**src/hw/dcache_control.sv**
```systemverilog
`timescale 1ns/1ps

module dcache_control (
    input  logic clk,
    input  logic rst,
    input  logic mem_read,
    input  logic mem_write,
    input  logic pmem_resp,
    input  logic hit,
    input  logic valid,
    input  logic dirty,
    output logic mem_resp,
    output logic pmem_read,
    output logic pmem_write,
    output logic way_sel_method,
    output logic load_line_data,
    output logic load_valid,
    output logic load_dirty,
    output logic load_lru,
    output logic load_wb_reg,
    output logic line_datain_sel,
    output logic valid_in,
    output logic dirty_in,
    output logic address_sel
);

    typedef enum logic [1:0] {
        st_check,
        st_write_back,
        st_fill
    } state_t;

    state_t state;
    state_t next_state;

    always_ff @(posedge clk) begin
        if (rst) begin
            state <= st_check;
        end else begin
            state <= next_state;
        end
    end

    always_comb begin
        next_state      = state;
        mem_resp        = 1'b0;
        pmem_read       = 1'b0;
        pmem_write      = 1'b0;
        way_sel_method  = 1'b0;
        load_line_data  = 1'b0;
        load_valid      = 1'b0;
        load_dirty      = 1'b0;
        load_lru        = 1'b0;
        load_wb_reg     = 1'b0;
        line_datain_sel = 1'b0;
        valid_in        = 1'b0;
        dirty_in        = 1'b0;
        address_sel     = 1'b0;

        unique case (state)
            st_check: begin
                if (mem_read || mem_write) begin
                    if (hit) begin
                        mem_resp = 1'b1;
                        load_lru = 1'b1;
                        if (mem_write) begin
                            load_line_data  = 1'b1;
                            line_datain_sel = 1'b1;
                            load_dirty      = 1'b1;
                            dirty_in        = 1'b1;
                        end
                    end else begin
                        // miss goes to the lru way, grab it before it is replaced
                        way_sel_method = 1'b1;
                        load_wb_reg    = 1'b1;
                        if (valid && dirty) begin
                            next_state = st_write_back;
                        end else begin
                            next_state = st_fill;
                        end
                    end
                end
            end

            st_write_back: begin
                way_sel_method = 1'b1;
                address_sel    = 1'b1;
                pmem_write     = 1'b1;
                if (pmem_resp) begin
                    next_state = st_fill;
                end
            end

            st_fill: begin
                way_sel_method = 1'b1;
                pmem_read      = 1'b1;
                if (pmem_resp) begin
                    load_line_data = 1'b1;
                    load_valid     = 1'b1;
                    valid_in       = 1'b1;
                    load_dirty     = 1'b1;
                    next_state     = st_check;
                end
            end

            default: begin
                next_state = st_check;
            end
        endcase
    end

endmodule

```
**config.mk**
```make
export PLATFORM = sky130hd
export DESIGN_NAME = dcache_control
export DESIGN_NICKNAME = d
export VERILOG_FILES = /design/src/hw/dcache_control.sv
export SDC_FILE = /design/constraint.sdc
export NUM_CORES = 1
export LEC_CHECK = 0
export BUFFER_PORTS_ARGS = -buffer_cell sky130_fd_sc_hd__buf_2
export CAP_MARGIN = 20
export CORE_AREA = 2 2 39 41
export DETAILED_ROUTE_END_ITERATION = 6
export DIE_AREA = 0 0 41 43
export SLEW_MARGIN = 20
export SYNTH_ARGS = -nofsm -noshare
export SYNTH_HDL_FRONTEND = slang
export SYNTH_SLANG_ARGS = --single-unit
```
**constraint.sdc**
```tcl
create_clock -name clk -period 2.8 [get_ports clk]
set_input_delay 0 -clock clk [delete_from_list [all_inputs] [get_ports clk]]
set_output_delay 0 -clock clk [all_outputs]
set_load 0.02 [all_outputs]
```
After elaboration in Yosys (flattened, before gate mapping). Index checks and enable logic that the tools add are counted.

Flip-flop bits (word level): 2. Logic and storage cells: 34.

Equal/unequal tests: 6. Muxes and demuxes: 22. Reductions and logical operators: 5.

Operators with widths (count): $mux 1 (14); $mux 2 (5); $ne 2x2->1 const B (4); $pmux 2 s3 (1); $pmux 1 s2 (2); $reduce_and 4->1 (1); $eq 2x1->1 const B (1); $eq 2x2->1 const B (1); $logic_not 2->1 (1); $reduce_or 2->1 (1); $logic_and 1x1->1 (1); $logic_or 1x1->1 (1).

Logic depth before layout (Yosys ltp). Gate-level depths: netlist (run 1).

Depth in word-level cells: 5. Gate-level depth with buffers: 5. Depth with buffers taken out: 5.

Least setup slack after synthesis (run 1). No wires, ideal clock.

Path kind: reg2reg. From: register state[0]. To: register state[0]. Setup time: 0.067 ns. Arrival time: 1.436 ns. Required time: 2.733 ns. Path slack: 1.297 ns. Cell stages (with the launch flop): 6. Path buffers: 0. Cell sequence: dfxtp_1 -> inv_1 -> ha_1 -> or3b_1 -> a311o_1 -> o21ai_2.

Word-level cells in the longest chain between the ends: 3.

RTL lines: start: declaration (line 33) `state_t state;`; start signal: assignment (line 38) `state <= st_check;`; start signal: assignment (line 40) `state <= next_state;`; $eq 2x1->1, or another cell as far along (line 60) `unique case (state)`; $ne 2x2->1 (no line); $reduce_and 4->1 (no line).

Parallel ways exist; a longest one is shown, timed or not. A chain may end at the register's enable or synchronous reset.

Worst setup path after layout (run 1). Same ends and word-level chain as after synthesis.

==> results of run 1 <==
[power by group]
part / internal [mW] / total (mW) / switching (mW) / leakage [nW]
clock: 0.0472 / 0.0625 / 0.0153 / 0.0138
combinational: 0.0766 / 0.198 / 0.121 / 0.211
sequential: 0.0352 / 0.0440 / 0.00871 / 0.0164
[final timing paths]
path                           endpoint  depth (start not counted)                  start  slack [ns]
hold / removal    state[0]$_SDFFE_PP0P_                          3                  dirty        0.07
setup reg to reg  state[0]$_SDFFE_PP0P_                          5  state[0]$_SDFFE_PP0P_        1.17
hold reg to reg   state[1]$_SDFFE_PP0P_                          2  state[1]$_SDFFE_PP0P_        0.54
setup / recovery  state[0]$_SDFFE_PP0P_                          5  state[0]$_SDFFE_PP0P_        1.17
[cell families (layout without fill, tap and decap cells)]
group | Yosys count | in the layout | share of synthesized area
multiplexers | 1 | 1 | 0.0320
AO/OA/AOI/OAI | 7 | 7 | 0.196
AND/OR/NAND/NOR | 11 | 11 | 0.208
buffers and inverters | 8 | 26 | 0.156
adder cells (fa/ha/maj) | 7 | 7 | 0.280
flip-flops | 2 | 2 | 0.128
[synth_stat cells, drive strengths merged]
cell type and number:
a21boi 1, nand2 3, nor2 2, mux2i 1, o21ai 1, buf 5, o221ai 1, nand4 1
ha 7, o21bai 1, nand3 1, o21ba 1, a311o 1, o22a 1, inv 3, and3 1
and2 1, nor3b 1, dfxtp 2, or3b 1
[layer usage]
layer,global-route usage,share of wire
met1,0.105,0.43
met2,0.156,0.47
met3,0.0314,0.094
met4,0.0600,0
met5,0,0
[per-stage QoR]
step / instances / power, mW / hold WS, ns
2_1_floorplan: 36 / 0.202 / 0.0549
3_3_place_gp: 67 / 0.241 / 0.300
3_5_place_dp: 67 / 0.244 / 0.305
4_1_cts: 70 / 0.311 / 0.0677
5_1_grt: 70 / 0.337 / 0.0803
6_report: 70 / 0.304 / 0.0725
[cell type report]
cell class / count / area [um2] / share of cell area
Tap cell: 16 / 20.0 / 0.0479
Multi-Input combinational cell: 26 / 224 / 0.536
Clock buffer: 3 / 22.5 / 0.0539
Timing Repair Buffer: 20 / 100 / 0.240
Sequential cell: 2 / 40.0 / 0.0958
Inverter: 3 / 11.3 / 0.0269
[worst min-delay path: stages]
cell and delay [ns]:
buf_2 0.10, nand4_1 0.09, o21ai_2 0.05
==> impl_metrics.toml, run 1 <==
[run_status]
run_status = "finished, final reports clean"

[timing]
layout_setup_ws_ns = 1.17
drv_slew = 0
clock.fmax_mhz = 614
worst_slew_pin_slew_ns = 0.199
rsz0062_at_grt = "no"
finalSetupViolations = 0
final_hold_viol_count = 0
min_period_ns = 1.63
maxSlewHeadroom = 0.867
fin_skew_ns = 0.00164
final.setup.tns_ns = 0
fin_crit_sh = 0.582

[clock_network]
post_cts_resized = 0
root_buffer = "clkbuf_4"
clk_latency_ns = 0.22
cts_buffers = 3
cts_tree = "done"
postCtsSetupRepairBufs = 0
worst_setup_hold_path_clk_slew_ns = 0.03
htreeDepth = 1
hold_buffers = 0
clk_path_buf_depth = 2
cts_sinks = 2

[critical_path]
cpPeakStageDelay_ns = 0.39
cp.arrival_ns = 1.78
end_kind = "flop"
crit_chain = "inv_1 > ha_1 > or3b_1 > a311o_1 > o21ai_2"
crit_type = "flop to flop"
cp-start-kind = "flop"
cp_top_family = "compound AO/OA/AOI/OAI gates"
cp_slowest_cell = "or3b_1"
critPathRequiredTime_ns = 2.95
crit_buf_inv = 1
path_max_fanout = 6

[layout]
largest_reg_flops = 2
final_common_cell = "buf_2"
mostFrequentLayoutCells = "buf_2 (20), ha_1 (7), inv_1 (3), nand2_1 (3), clkbuf_4 (3)"
largest_register = "state"
nets = 71
largestRegisters = "state: 2 flops"
fin_area_um2 = 418
syn_to_final_growth_pct = 33.6
antenna_cells = 0
final_util = 0.302
fillers = 167
layout-drive-gt1-share = 0.500

[global_routing]
grt_usage = 0.0982
grt_max_degree = 7
grt_pass1_vias = 302
grt_pass1_wl_mm = 1.16
antenna_found_initial = 0
gr-total-overflow = 0

[detailed_routing]
post_drt_wl_per_cell_um = 10.8
drt_first_pass_iters = 2
num_vias = 314
drt_iter0_drc = 6
wl_um = 753
ant_nets = 0
drc = 0
post_drt_via_cell_ratio = 4.49

[synth]
synth_top_area_cell = "ha_1"
avgSynthCellArea_um2 = 8.69
yosysWarnings = 0
synthesis.nets = 51
syn_area_um2 = 313
synth_top_cell_area_share = 0.280
yosysUniqueCellTypes = 20
synth_top_cells_by_area = "ha_1 (28%), dfxtp_1 (13%), buf_4 (12%), nor3b_2 (4.0%), inv_1 (3.6%)"
ys_ff_latch = 2
synthCells = 36
synth-seq-area-share = 0.128

[placement]
place_area_um2 = 395
io_buffers = 20
gp_congestion = 0.736
pre_cts_ws_ns = 1.19

[floorplanning]
ios = 21
die_y_um = 43
die_area_mm2 = 0.00176
row_count = 14
start_util = 0.226
core_mm2 = 0.00138
dieWidth_um = 41

[power]
power_density_mw_per_mm2 = 728
p_leak_nw = 0.241
irDropWorstVdd_mv = 0.232

[flow_run]
maxCapViolCount = 0

[min_path]
hp-class = "primary input to flop"
No activity file was read; power rests on OpenSTA's default activity.
==> run 2, diff against run 1 <==
Clock period 2.8 ns to 1.4 ns, I/O delays scaled along.
==> run 2 against run 1 <==
Compared with the run above:
- wire length increased by 0.93%
- combinational power increased to 2.7 times the previous value
- core utilization increased by 6.0 points
- worst setup slack got worse by 1.1 ns
- largest power group unchanged
- largest cell class unchanged
==> impl_metrics.toml, run 2 (synthesis gave the netlist of run 1 again) <==
[detailed_routing]
post_drt_via_cell_ratio = 4.43
drc = 0
num_vias = 328
wl_um = 760
drt_first_pass_iters = 3
ant_nets = 0
drt_iter0_drc = 1
post_drt_wl_per_cell_um = 10.3

[clock_network]
worst_setup_hold_path_clk_slew_ns = 0.03
cts_sinks = 2
htreeDepth = 1
cts_buffers = 3
cts_tree = "done"
root_buffer = "clkbuf_4"
hold_buffers = 0
clk_latency_ns = 0.23
clk_path_buf_depth = 2

[global_routing]
gr-total-overflow = 0
grt_max_degree = 7
grt_pass1_wl_mm = 1.10
antenna_found_initial = 0
grt_pass1_vias = 275
grt_usage = 0.0992

[critical_path]
cp.arrival_ns = 1.52
reg2reg_depth = 5
cp-start-kind = "flop"
path_max_fanout = 6
critPathRequiredTime_ns = 1.56
timing.rr.start = "state[0]$_SDFFE_PP0P_"
end_kind = "flop"
crit_type = "flop to flop"
rr_endpoint = "state[0]$_SDFFE_PP0P_"
rrSetupSlack_ns = 0.03

[layout]
final_util = 0.362
nets = 75
syn_to_final_growth_pct = 60.0
final_common_cell = "buf_2"
fin_area_um2 = 500
layout-drive-gt1-share = 0.690
antenna_cells = 0
mostFrequentLayoutCells = "buf_2 (17), ha_1 (4), buf_4 (4)"
stdcell_count = 74
largestRegisters = "state: 2 flops"
largest_register = "state"
largest_reg_flops = 2

[timing]
hold_slack_ns = 0.0478
fin_skew_ns = 0.00591
clock.fmax_mhz = 732
maxSlewHeadroom = 0.863
layout_setup_ws_ns = 0.0338
fin_crit_sh = 0.976
min_period_ns = 1.37
worst_slew_pin_slew_ns = 0.204
finalSetupViolations = 0
final.setup.tns_ns = 0
drv_slew = 0
final_hold_viol_count = 0
rsz0062_at_grt = "yes"

[floorplanning]
die_y_um = 43
row_count = 14
die_area_mm2 = 0.00176
dieWidth_um = 41
start_util = 0.226
ios = 21
core_mm2 = 0.00138

[power]
p_leak_nw = 0.267
power_density_mw_per_mm2 = 1490
irDropWorstVdd_mv = 0.686
finalPower_mw = 0.748

[placement]
placed_cells = 70
gp_congestion = 0.695
pre_cts_ws_ns = 0.0328
hpwl_um = 607
io_buffers = 20
place_area_um2 = 430

[min_path]
whs_path_depth = 3
hold-path-endpoint = "state[0]$_SDFFE_PP0P_"
worstHoldStart = "dirty"
hp-class = "primary input to flop"

[flow_run]
maxCapViolCount = 0

[run_status]
run_status = "finished, final reports clean"
==> run 2: final cells by class <==
| type | count | area [um2] |
|---|---|---|
| fillers | 149 | 883 |
| multi-input cells | 26 | 250 |
| repair buffers | 24 | 149 |
| flip-flops and latches | 2 | 42.5 |
| clock buffers | 3 | 22.5 |
| well taps | 16 | 20.0 |
| inverters | 3 | 16.3 |
==> run 2: worst max path at each step <==
stage | slack (ns) | startpoint | end
final | 0.03 | state[0]$_SDFFE_PP0P_ | state[0]$_SDFFE_PP0P_
after global routing | -0.02 | state[1]$_SDFFE_PP0P_ | state[0]$_SDFFE_PP0P_
after CTS | 0.003 | state[0]$_SDFFE_PP0P_ | load_line_data
after detailed placement | 0.03 | state[0]$_SDFFE_PP0P_ | state[0]$_SDFFE_PP0P_
after global placement | 0.06 | state[0]$_SDFFE_PP0P_ | state[0]$_SDFFE_PP0P_
after floorplan | 0.03 | state[0]$_SDFFE_PP0P_ | state[0]$_SDFFE_PP0P_
==> run 2: power by group <==
| part | leakage, nW | internal [mW] | switching (mW) | total, mW |
|---|---|---|---|---|
| sequential | 0.0172 | 0.0734 | 0.0132 | 0.0866 |
| combinational | 0.236 | 0.252 | 0.278 | 0.530 |
| clock | 0.0138 | 0.0949 | 0.0358 | 0.131 |
==> run 2: routing by layer <==
metal,up-vias,part of all wire,GRT usage
met4,0,0,0.0400
met1,142,0.42,0.0958
met2,18,0.47,0.150
met5,-,0,0
li1,168,-,-
met3,0,0.11,0.0785
==> run 2: worst max-delay path, stage by stage (launching register included) <==
cell     delay [ns]
dfxtp_2        0.33
inv_4          0.07
ha_4           0.15
or3b_4         0.38
a311o_1        0.32
o21ai_2        0.05
==> run 2: repair_timing <==
item / in CTS / in global routing
setup buffers: 1 / 1
pin swaps: 1 / 2
gates resized for setup: 8 / 7
setup endpoints to repair: 3 / 5
==> run 3, diff against run 2 <==
Settings changed: CELL_PAD_IN_SITES_DETAIL_PLACEMENT from default to 1, CELL_PAD_IN_SITES_GLOBAL_PLACEMENT from default to 1, CORE_AREA 2 2 39 41 to default, CORE_MARGIN from default to 2, CORE_UTILIZATION from default to 23, DIE_AREA 0 0 41 43 to default, PLACE_DENSITY_LB_ADDON from default to 0.1.
==> run 3 against run 2 <==
Compared with the run above:
- clock power is 5% lower
- wire length is 16% higher
- fmax is 0.41% lower
- sequential cell count stayed put
- global-route usage is 2.5 points higher
- critical path depth is 1 higher
- design area is 9.0% higher
- sequential power hardly changed
- die area is 5.2% lower
- register-to-register slack hardly changed
- clock skew is 0.0045 ns lower
- non-clock buffer count is 4 higher
==> impl_metrics.toml, run 3 (synthesis gave the netlist of run 1 again) <==
[power]
power.switching_mw = 0.342
p_int_mw = 0.482
seqPwrFrac = 0.105
p_clk_frac = 0.151
comb_power_share = 0.744
p_leak_nw = 0.291
power_density_mw_per_mm2 = 1510
irDropWorstVdd_mv = 0.509
swShare = 0.415

[global_routing]
grt_pass1_vias = 309
grt_max_degree = 6
antenna_found_initial = 0
gr-total-overflow = 0
grt_usage = 0.124
grt_pass1_wl_mm = 1.26

[clock_network]
clk_latency_ns = 0.22
root_buffer = "clkbuf_4"
cts_buffers = 3
htreeDepth = 1
cts_sinks = 2
worst_setup_hold_path_clk_slew_ns = 0.03
clk_path_buf_depth = 2
hold_buffers = 0
cts_tree = "done"

[detailed_routing]
wl_met3_um = 61
drt_iter0_drc = 0
route.met2.wl_um = 460
wl_um = 879
dr.max_layer_used = "met4"
post_drt_wl_per_cell_um = 11.4
num_vias = 346
post_drt_via_cell_ratio = 4.49
drc = 0
drt_first_pass_iters = 1
ant_nets = 0
met1_length_um = 348

[critical_path]
cp_common_cell = "buf_6"
rrSetupSlack_ns = 0.03
crit_buf_inv = 3
timing.rr.start = "state[0]$_SDFFE_PP0P_"
crit_type = "flop to output pin"
cp_top_family = "flip-flops"
end_kind = "output pin"
cpPeakStageDelay_ns = 0.34
critPathRequiredTime_ns = 1.40
cp-start-kind = "flop"
cp_slowest_cell = "dfxtp_2"
path_max_fanout = 5
rr_endpoint = "state[0]$_SDFFE_PP0P_"
cp.arrival_ns = 1.37
crit_chain = "inv_4 > ha_4 > buf_6 > nor3b_4 > o21ba_4 > buf_6"
reg2reg_depth = 5

[floorplanning]
die_area_mm2 = 0.00167
start_util = 0.243
row_count = 13
die_y_um = 40.9
ios = 21
dieWidth_um = 40.9
core_mm2 = 0.00128

[layout]
final_common_cell = "buf_2"
final_util = 0.425
largest_reg_flops = 2
antenna_cells = 0
largestRegisters = "state: 2 flops"
layout-drive-gt1-share = 0.710
stdcell_count = 77
fillers = 171
mostFrequentLayoutCells = "buf_2 (17), buf_4 (7), ha_1 (4), buf_6 (4)"
largest_register = "state"
syn_to_final_growth_pct = 74.4
fin_area_um2 = 546
nets = 79

[timing]
drv_slew = 0
final_hold_viol_count = 0
fin_skew_ns = 0.00146
fin_crit_sh = 0.980
finalSetupViolations = 0
maxSlewHeadroom = 0.830
worst_slew_pin_slew_ns = 0.255
min_period_ns = 1.37
layout_setup_ws_ns = 0.0281
rsz0062_at_grt = "yes"
clock.fmax_mhz = 729
hold_slack_ns = 0.0554

[run_status]
run_status = "finished, final reports clean"

[min_path]
hold-path-endpoint = "state[0]$_SDFFE_PP0P_"
worstHoldStart = "dirty"
hp-class = "primary input to flop"
whs_path_depth = 3

[placement]
hpwl_um = 753
io_buffers = 20
placed_cells = 69
pre_cts_ws_ns = -0.0125
gp_congestion = 0.721
place_area_um2 = 429

[flow_run]
maxCapViolCount = 0
==> run 3: changes by cell type in the layout (fill, tap and decap cells not counted), sizes merged <==
cell / previous run / this run
buf: 24 / 28
==> run 3: how the worst max path moves through the flow <==
stage | from | to | slack, ns | depth (start not counted)
global route | state[0]$_SDFFE_PP0P_ | way_sel_method | -0.01 | 6
CTS | state[0]$_SDFFE_PP0P_ | load_dirty | 0.0002 | 5
floorplan | state[0]$_SDFFE_PP0P_ | state[0]$_SDFFE_PP0P_ | 0.03 | 5
detailed placement | state[0]$_SDFFE_PP0P_ | state[0]$_SDFFE_PP0P_ | -0.01 | 5
global placement | state[0]$_SDFFE_PP0P_ | state[0]$_SDFFE_PP0P_ | 0.05 | 5
finish | state[0]$_SDFFE_PP0P_ | way_sel_method | 0.03 | 6
==> run 3: stage by stage <==
| stage | setup TNS [ns] | power (mW) |
|---|---|---|
| floorplan | 0 | 0.421 |
| global placement | 0 | 0.540 |
| detailed placement | -0.0125 | 0.543 |
| CTS | 0 | 0.775 |
| global route | -0.0173 | 0.893 |
| finish | 0 | 0.824 |
==> run 3: what timing repair did <==
action,CTS,global route
hold endpoints to repair,0,0
setup endpoints to repair,4,5
pin swaps,1,3
resized for setup,11,7
buffers inserted,3,2
==> run 3: power groups by stage <==
stage	Combinational [mW]	Clock [mW]	Sequential (mW)
finish	0.613	0.124	0.0864
global placement	0.461	0	0.0796
floorplan	0.335	0	0.0857
global route	0.670	0.135	0.0877
detailed placement	0.463	0	0.0798
CTS	0.559	0.133	0.0830
==> run 3: worst register-to-register path, cell delays in order (launching register included) <==
cell and delay (ns):
dfxtp_2 0.33, inv_4 0.08, ha_4 0.13, or3b_4 0.38, a311o_1 0.33, o21ai_2 0.06
==> run 3: final cells by class <==
class,instances,area (um2),share of cell area
Tap cell,15,18.8,0.0344
Sequential cell,2,42.5,0.0780
Multi-Input combinational cell,26,263,0.482
Clock buffer,3,22.5,0.0413
Timing Repair Buffer,28,183,0.335
Inverter,3,16.3,0.0298
==> run 3: per-layer routing <==
| metal | up-vias | GRT usage |
|---|---|---|
| met5 | - | 0 |
| met4 | 0 | 0.100 |
| met3 | 2 | 0.0326 |
| met2 | 17 | 0.227 |
| met1 | 151 | 0.113 |
| li1 | 176 | - |
